$ cat src/design/ym_pkg.sv
package ym_pkg;

	// the host bus is one byte wide as on the chip's D7..D0 pins
	localparam int DATA_W = 8;

	// bank 0 global register addresses
	localparam logic [DATA_W-1:0] ADDR_LFO        = 8'h22;
	localparam logic [DATA_W-1:0] ADDR_TA_HI      = 8'h24;
	localparam logic [DATA_W-1:0] ADDR_TA_LO      = 8'h25;
	localparam logic [DATA_W-1:0] ADDR_TB         = 8'h26;
	localparam logic [DATA_W-1:0] ADDR_TIMER_CTRL = 8'h27;

	localparam int TA_W        = 10;
	localparam int TB_W        = 8;
	localparam int TB_PRESCALE = 16;

	typedef logic [TA_W-1:0] timer_a_t;
	typedef logic [TB_W-1:0] timer_b_t;

	// adr 0 selects the address port, 1 the data port
	typedef struct packed {
		logic              cyc;
		logic              stb;
		logic              we;
		logic              adr;
		logic [DATA_W-1:0] dat;
	} wb_req_t;

	typedef struct packed {
		logic              ack;
		logic [DATA_W-1:0] dat;
	} wb_rsp_t;

	// one strobe per kept register address
	typedef struct packed {
		logic              lfo;
		logic              ta_hi;
		logic              ta_lo;
		logic              tb;
		logic              timer_ctrl;
		logic [DATA_W-1:0] data;
	} reg_wr_t;

	typedef struct packed {
		logic load;
		logic enable;
	} timer_ctrl_t;

endpackage

$ cat src/design/ym_bus_ctrl.sv
module ym_bus_ctrl (
	input  logic             mclk_i,
	input  logic             rst_n_i,
	input  ym_pkg::wb_req_t  wb_req_i,
	output ym_pkg::wb_rsp_t  wb_rsp_o,
	output ym_pkg::reg_wr_t  reg_wr_o,
	input  logic             flag_a_i,
	input  logic             flag_b_i
);

	logic                      ack_q;
	logic                      access;
	logic                      wr_addr;
	logic                      wr_data;
	logic [ym_pkg::DATA_W-1:0] addr_q;
	logic [ym_pkg::DATA_W-1:0] status;

	// a cycle is accepted once, in the clock before ack rises
	assign access  = wb_req_i.cyc & wb_req_i.stb & ~ack_q;
	assign wr_addr = access & wb_req_i.we & ~wb_req_i.adr;
	assign wr_data = access & wb_req_i.we & wb_req_i.adr;

	always_ff @(posedge mclk_i or negedge rst_n_i) begin
		if (!rst_n_i) begin
			ack_q <= 1'b0;
		end else begin
			ack_q <= access;
		end
	end

	// the latched address stays until the next address-port write
	always_ff @(posedge mclk_i or negedge rst_n_i) begin
		if (!rst_n_i) begin
			addr_q <= '0;
		end else if (wr_addr) begin
			addr_q <= wb_req_i.dat;
		end
	end

	// strobes are only high while the data write is being accepted
	assign reg_wr_o.lfo        = wr_data & (addr_q == ym_pkg::ADDR_LFO);
	assign reg_wr_o.ta_hi      = wr_data & (addr_q == ym_pkg::ADDR_TA_HI);
	assign reg_wr_o.ta_lo      = wr_data & (addr_q == ym_pkg::ADDR_TA_LO);
	assign reg_wr_o.tb         = wr_data & (addr_q == ym_pkg::ADDR_TB);
	assign reg_wr_o.timer_ctrl = wr_data & (addr_q == ym_pkg::ADDR_TIMER_CTRL);
	assign reg_wr_o.data       = wb_req_i.dat;

	// both ports read back the status byte
	assign status = {{(ym_pkg::DATA_W - 2){1'b0}}, flag_b_i, flag_a_i};

	assign wb_rsp_o.ack = ack_q;
	assign wb_rsp_o.dat = status;

endmodule

$ cat src/design/ym_global_regs.sv
module ym_global_regs (
	input  logic                mclk_i,
	input  logic                rst_n_i,
	input  ym_pkg::reg_wr_t     reg_wr_i,
	output logic [3:0]          lfo_o,
	output logic [1:0]          ch3_mode_o,
	output ym_pkg::timer_a_t    ta_reload_o,
	output ym_pkg::timer_b_t    tb_reload_o,
	output ym_pkg::timer_ctrl_t ta_ctrl_o,
	output ym_pkg::timer_ctrl_t tb_ctrl_o,
	output logic                ta_clear_o,
	output logic                tb_clear_o
);

	logic [3:0] lfo_q;
	logic [7:0] ta_hi_q;
	logic [1:0] ta_lo_q;
	logic [7:0] tb_q;
	logic [3:0] tctrl_q;
	logic [1:0] mode_q;
	logic [1:0] clear_q;

	always_ff @(posedge mclk_i or negedge rst_n_i) begin
		if (!rst_n_i) begin
			lfo_q   <= '0;
			ta_hi_q <= '0;
			ta_lo_q <= '0;
			tb_q    <= '0;
			tctrl_q <= '0;
			mode_q  <= '0;
		end else begin
			if (reg_wr_i.lfo)
				lfo_q <= reg_wr_i.data[3:0];
			if (reg_wr_i.ta_hi)
				ta_hi_q <= reg_wr_i.data;
			if (reg_wr_i.ta_lo)
				ta_lo_q <= reg_wr_i.data[1:0];
			if (reg_wr_i.tb)
				tb_q <= reg_wr_i.data;
			if (reg_wr_i.timer_ctrl) begin
				tctrl_q <= reg_wr_i.data[3:0];
				mode_q  <= reg_wr_i.data[7:6];
			end
		end
	end

	// bits 5:4 of 0x27 act only in the write and are never stored
	always_ff @(posedge mclk_i or negedge rst_n_i) begin
		if (!rst_n_i) begin
			clear_q <= '0;
		end else begin
			clear_q <= reg_wr_i.timer_ctrl ? reg_wr_i.data[5:4] : 2'b00;
		end
	end

	assign lfo_o       = lfo_q;
	assign ch3_mode_o  = mode_q;
	assign ta_reload_o = {ta_hi_q, ta_lo_q};
	assign tb_reload_o = tb_q;

	// load bits sit at 1:0, enable bits at 3:2
	assign ta_ctrl_o.load   = tctrl_q[0];
	assign tb_ctrl_o.load   = tctrl_q[1];
	assign ta_ctrl_o.enable = tctrl_q[2];
	assign tb_ctrl_o.enable = tctrl_q[3];

	assign ta_clear_o = clear_q[0];
	assign tb_clear_o = clear_q[1];

endmodule

$ cat src/design/ym_reg_ctrl.sv
module ym_reg_ctrl (
	input  logic            mclk_i,
	input  logic            rst_n_i,
	input  logic            tick_i,
	input  ym_pkg::wb_req_t wb_req_i,
	output ym_pkg::wb_rsp_t wb_rsp_o,
	output logic [3:0]      lfo_o,
	output logic [1:0]      ch3_mode_o,
	output logic            timer_a_status_o,
	output logic            timer_b_status_o
);

	ym_pkg::reg_wr_t     reg_wr;
	ym_pkg::timer_a_t    ta_reload;
	ym_pkg::timer_b_t    tb_reload;
	ym_pkg::timer_ctrl_t ta_ctrl;
	ym_pkg::timer_ctrl_t tb_ctrl;
	logic                ta_clear;
	logic                tb_clear;

	ym_bus_ctrl u_bus_ctrl (
		.mclk_i   (mclk_i),
		.rst_n_i  (rst_n_i),
		.wb_req_i (wb_req_i),
		.wb_rsp_o (wb_rsp_o),
		.reg_wr_o (reg_wr),
		.flag_a_i (timer_a_status_o),
		.flag_b_i (timer_b_status_o)
	);

	ym_global_regs u_global_regs (
		.mclk_i      (mclk_i),
		.rst_n_i     (rst_n_i),
		.reg_wr_i    (reg_wr),
		.lfo_o       (lfo_o),
		.ch3_mode_o  (ch3_mode_o),
		.ta_reload_o (ta_reload),
		.tb_reload_o (tb_reload),
		.ta_ctrl_o   (ta_ctrl),
		.tb_ctrl_o   (tb_ctrl),
		.ta_clear_o  (ta_clear),
		.tb_clear_o  (tb_clear)
	);

	// timer A counts every sample, timer B every sixteenth
	ym_timer #(
		.cnt_t    (ym_pkg::timer_a_t),
		.PRESCALE (1)
	) timer_a (
		.mclk_i   (mclk_i),
		.rst_n_i  (rst_n_i),
		.tick_i   (tick_i),
		.ctrl_i   (ta_ctrl),
		.reload_i (ta_reload),
		.clear_i  (ta_clear),
		.flag_o   (timer_a_status_o)
	);

	ym_timer #(
		.cnt_t    (ym_pkg::timer_b_t),
		.PRESCALE (ym_pkg::TB_PRESCALE)
	) timer_b (
		.mclk_i   (mclk_i),
		.rst_n_i  (rst_n_i),
		.tick_i   (tick_i),
		.ctrl_i   (tb_ctrl),
		.reload_i (tb_reload),
		.clear_i  (tb_clear),
		.flag_o   (timer_b_status_o)
	);

endmodule

$ cat src/design/ym_timer.sv
module ym_timer #(
	parameter type cnt_t    = logic [7:0],
	parameter int  PRESCALE = 1
) (
	input  logic                mclk_i,
	input  logic                rst_n_i,
	input  logic                tick_i,
	input  ym_pkg::timer_ctrl_t ctrl_i,
	input  cnt_t                reload_i,
	input  logic                clear_i,
	output logic                flag_o
);

	localparam int PRE_W = (PRESCALE > 1) ? $clog2(PRESCALE) : 1;

	cnt_t             cnt_q;
	logic [PRE_W-1:0] pre_q;
	logic             load_q;
	logic             step;
	logic             wrap;
	logic             ovf_q;
	logic             flag_q;

	// the counter advances on the last tick of each prescale period
	assign step = tick_i & (pre_q == PRE_W'(PRESCALE - 1));
	assign wrap = step & (cnt_q == '1);

	always_ff @(posedge mclk_i or negedge rst_n_i) begin
		if (!rst_n_i) begin
			load_q <= 1'b0;
		end else begin
			load_q <= ctrl_i.load;
		end
	end

	always_ff @(posedge mclk_i or negedge rst_n_i) begin
		if (!rst_n_i) begin
			cnt_q <= '0;
			pre_q <= '0;
		end else if (!ctrl_i.load) begin
			// held cleared, which keeps the prescaler phase from leaking into the period
			cnt_q <= '0;
			pre_q <= '0;
		end else if (!load_q) begin
			cnt_q <= reload_i;
			pre_q <= '0;
		end else if (tick_i) begin
			pre_q <= step ? '0 : pre_q + 1'b1;
			if (wrap)
				cnt_q <= reload_i;
			else if (step)
				cnt_q <= cnt_t'(cnt_q + 1'b1);
		end
	end

	always_ff @(posedge mclk_i or negedge rst_n_i) begin
		if (!rst_n_i) begin
			ovf_q  <= 1'b0;
			flag_q <= 1'b0;
		end else begin
			ovf_q <= ctrl_i.load & load_q & wrap;
			if (clear_i)
				flag_q <= 1'b0;
			else if (ovf_q && ctrl_i.enable)
				flag_q <= 1'b1;
		end
	end

	assign flag_o = flag_q;

endmodule

$ cat config.mk
export PLATFORM = sky130hd
export DESIGN_NAME = ym_reg_ctrl
export DESIGN_NICKNAME = d
export VERILOG_FILES = /design/src/design/ym_pkg.sv /design/src/design/ym_bus_ctrl.sv /design/src/design/ym_global_regs.sv /design/src/design/ym_reg_ctrl.sv /design/src/design/ym_timer.sv
export SDC_FILE = /design/constraint.sdc
export NUM_CORES = 1
export LEC_CHECK = 0
export ABC_AREA = 1
export BUFFER_PORTS_ARGS = -buffer_cell sky130_fd_sc_hd__buf_2
export CAP_MARGIN = 20
export CORE_AREA = 2 2 82 92
export DETAILED_ROUTE_END_ITERATION = 8
export DIE_AREA = 0 0 84 94
export GPL_TIMING_DRIVEN = 0
export PLACE_DENSITY = 0.7
export SETUP_SLACK_MARGIN = 0.5
export SYNTH_ARGS = -nofsm -noshare
export SYNTH_HDL_FRONTEND = slang
export SYNTH_SLANG_ARGS = --single-unit
export TNS_END_PERCENT = 1
$ cat constraint.sdc
create_clock -name mclk_i -period 1.65 [get_ports mclk_i]
set_input_delay 0.0825 -clock mclk_i [delete_from_list [all_inputs] [get_ports mclk_i]]
set_output_delay 0.0825 -clock mclk_i [all_outputs]
set_load 0.01 [all_outputs]
==> impl_metrics.env <==
export IMPL_finClkSkew_ps=8.827
export IMPL_clock_latency_ps=340
export IMPL_tightest_slew_ps=851.2
export IMPL_core_area_sq_um=6927
export IMPL_wl_per_cell_microns=12.64
export IMPL_grt_pass1_wl_microns=12720
export IMPL_r2r_start="u_bus_ctrl.addr_q[7]$_DFFE_PN0P_"
export IMPL_status="complete, but fails checks"
export IMPL_rr_worst_depth=7
export IMPL_ir_worst_vdd_v=0.0007403
export IMPL_routabilityCongestion=0.8021
export IMPL_max_freq_ghz=0.6990
export IMPL_timing_rr_end="u_global_regs.tb_reload_o[6]$_DFFE_PN0P_"
export IMPL_post_route_drc_count=0
export IMPL_hold_path_depth=3
export IMPL_syn_cell_area_sq_um=3522
export IMPL_period_minus_slack_ps=1431
export IMPL_clock_sinks=68
export IMPL_endpoint_kind="flop"
export IMPL_cp_startpoint="u_bus_ctrl.addr_q[7]$_DFFE_PN0P_"
export IMPL_slew_viol_final=0
export IMPL_fin_crit_sh_pct=86.70
export IMPL_nNetsFinal=495
export IMPL_slowest_delay_ps=390
export IMPL_dp_hpwl_microns=4728
export IMPL_globalRouteOverflowTotal=0
export IMPL_hold_path_class="input port to flop"
export IMPL_p_total_mw=3.726
export IMPL_slowest_stage="dfrtp_1"
export IMPL_vias=2787
export IMPL_ant_nets=0
export IMPL_antenna_found_initial=0
export IMPL_die_h_microns=94
export IMPL_clk_path_buf_depth=2
export IMPL_grt_total_usage_pct=20.42
export IMPL_crit_arrival_ps=1660
export IMPL_violations="negative hold slack"
export IMPL_cts_root_buffer="clkbuf_8"
export IMPL_cellPowerDensity_nw_per_um2=869.2
export IMPL_relSlewSlack_pct=43.25
export IMPL_finalHoldViolations=1
export IMPL_yosysSeqAreaShare_pct=48.31
export IMPL_async_flop_share_pct=100.0
export IMPL_p_leak_nw=2.118
export IMPL_crit_path_max_fanout=10
export IMPL_io_pins=32
export IMPL_criticalPathCategory="flop to flop"
export IMPL_stdcell_count=567
export IMPL_synth_main_ff_cell="dfrtp_1"
export IMPL_holdWs_ps=-25.90
export IMPL_postLayoutCoreUtil_pct=61.89
export IMPL_path_cells="nor2_2 > nand3_4 > nor3b_2 > nand2_2 > buf_6 > nand2_1 > o21ai_2"
export IMPL_maxCapViolations=0
export IMPL_fin_setup_tns_ps=0
export IMPL_whs_endpoint="u_bus_ctrl.ack_q$_DFF_PN0_"
export IMPL_wirelength_microns=7166
export IMPL_rsz0062_at_grt="yes"
export IMPL_firstDrtPassIters=4
export IMPL_cts_buffers=9
export IMPL_fin_ws_ps=219.5
export IMPL_start_kind="flop"
export IMPL_die_w_microns=84
export IMPL_fin_area_sq_um=4287
export IMPL_htree_levels=3
export IMPL_cts_tree="built"
export IMPL_drt_iter0_drc=175
export IMPL_min_from="wb_req_i[10]"
export IMPL_rows=32
export IMPL_worstPathRequired_ps=1880
export IMPL_ys_seq_elements=68
export IMPL_place_inst=528
export IMPL_netlist_instances=414
export IMPL_synth_edf_count=0
export IMPL_drive_gt1_share_pct=24.48
export IMPL_dpl_cell_area_sq_um=3772
export IMPL_setup_violations=0
export IMPL_grt_pass1_vias=2765
export IMPL_syn_to_final_growth_pct=21.71
export IMPL_postCtsHoldBufs=10
export IMPL_grt_max_degree=69
export IMPL_pre_cts_ws_ps=90.06
export IMPL_port_buffers=24
export IMPL_antenna_cells=0
export IMPL_vias_per_cell=4.915
export IMPL_r2r_setup_slack_ps=220
export IMPL_clkTransAtPathRegs_ps=70
export IMPL_syn_area_per_cell_sq_um=8.508
export IMPL_die_area_sq_um=7896
export IMPL_synth_warnings=0
export IMPL_synth_cell_types=36
export IMPL_initial_utilization_pct=50.85
[what timing repair did]
item / in CTS / in global routing
gates resized for setup: 12 / 5
endpoints found under the hold margin: 79 / 1
pin swaps: 7 / 6
setup endpoints to repair: 60 / 61
buffers inserted: 10 / 3
[worst max path at each step]
| stage | end | slack, ps | cells past startpoint |
|---|---|---|---|
| global route | timer_a.cnt_q[1]$_DFFE_PN0P_ | 130 | 8 |
| floorplan | timer_a.cnt_q[9]$_DFFE_PN0P_ | 290 | 8 |
| global placement | timer_a.cnt_q[9]$_DFFE_PN0P_ | 100 | 8 |
| CTS | timer_b.cnt_q[3]$_DFFE_PN0P_ | 220 | 8 |
| detailed placement | timer_a.cnt_q[9]$_DFFE_PN0P_ | 90 | 8 |
| finish | u_global_regs.tb_reload_o[6]$_DFFE_PN0P_ | 220 | 7 |
[kinds of logic (layout without fill, tap and decap cells)]
kind of cell	Yosys count	after routing	synth area share (%)
and+or+nand+nor	207	207	29.45
buffers and inverters	73	136	9.556
DFF	68	68	48.31
AOI/OAI and AO/OA	53	53	9.236
xor gates and xnor gates	8	8	1.989
adders and majority gates	3	3	1.066
other	1	6	0.1065
muxes	1	1	0.2842
[layer usage]
layer / part of all wire, % / wire length, microns / global-route usage [%] / up-vias
met5: 0 / 0 / 0 / -
met4: 1.4 / 102 / 8.065 / 0
met3: 4.0 / 285 / 3.251 / 9
met2: 48 / 3422 / 34.27 / 48
met1: 47 / 3356 / 26.68 / 1306
li1: - / - / - / 1424
[synthesized netlist by cell type, types with 3 or more instances]
| cell type | instances | share of area (%) |
|---|---|---|
| nor2_8 | 3 | 1.7 |
| dfrtp_1 | 68 | 48 |
| nand3_1 | 37 | 5.3 |
| nor2_2 | 3 | 0.53 |
| xnor2_1 | 3 | 0.75 |
| nand3_2 | 4 | 1.1 |
| nand2_2 | 4 | 0.71 |
| o21ai_2 | 14 | 3.5 |
| a21oi_1 | 6 | 0.85 |
| nand2_1 | 117 | 12 |
| nor2_4 | 3 | 0.96 |
| inv_1 | 56 | 6.0 |
| buf_4 | 10 | 2.1 |
| xor2_1 | 5 | 1.2 |
| ha_1 | 3 | 1.1 |
| o21ai_0 | 30 | 4.3 |
| buf_6 | 3 | 0.96 |
| nor2_1 | 22 | 2.3 |
[critical path: cells and delay by family (launching register included)]
| kind | cells | cell delay (ps) |
|---|---|---|
| and+or+nand+nor | 5 | 700 |
| DFF | 1 | 390 |
| buffers and inverters | 1 | 180 |
| AOI/OAI and AO/OA | 1 | 50 |
[report_power, final]
| group | total, mW | internal (mW) | switching, mW |
|---|---|---|---|
| sequential | 1.78 | 1.72 | 0.0516 |
| clock | 1.68 | 1.04 | 0.639 |
| combinational | 0.267 | 0.100 | 0.167 |
[layout by cell type, fill, tap and decap left out, types with 4 or more instances in the layout]
cell type	count
conb_1	6
nand2_1	115
inv_1	56
buf_4	23
buf_2	25
a21oi_1	5
o21ai_0	26
o21ai_2	14
nand3_1	37
nor2_1	19
dlygate4sd3_1	10
nor2_4	4
xor2_1	5
nor2_2	5
o21ai_1	4
dfrtp_1	68
clkbuf_8	10
nand2_2	6
[cell type report]
type / count / area [sq um]
Timing Repair Buffer: 47 / 332.8
Clock inverter: 6 / 111.4
Inverter: 57 / 216.5
Multi-Input combinational cell: 278 / 1558
Tap cell: 85 / 106.4
Buffer: 16 / 122.6
Sequential cell: 68 / 1702
Fill cell: 588 / 2640
Clock buffer: 10 / 137.6
[flip-flops by register name (all words and copies together), names as in the netlist, 2 cells and up]
register and cells:
timer_a.cnt_q 10, timer_b.cnt_q 8, timer_b.pre_q 4, u_bus_ctrl.addr_q 8, u_global_regs.ch3_mode_o 2, u_global_regs.clear_q 2, u_global_regs.lfo_o 4, u_global_regs.ta_hi_q 8
u_global_regs.ta_lo_q 2, u_global_regs.tb_reload_o 8, u_global_regs.tctrl_q 4
(Power assumes the default switching activity.)
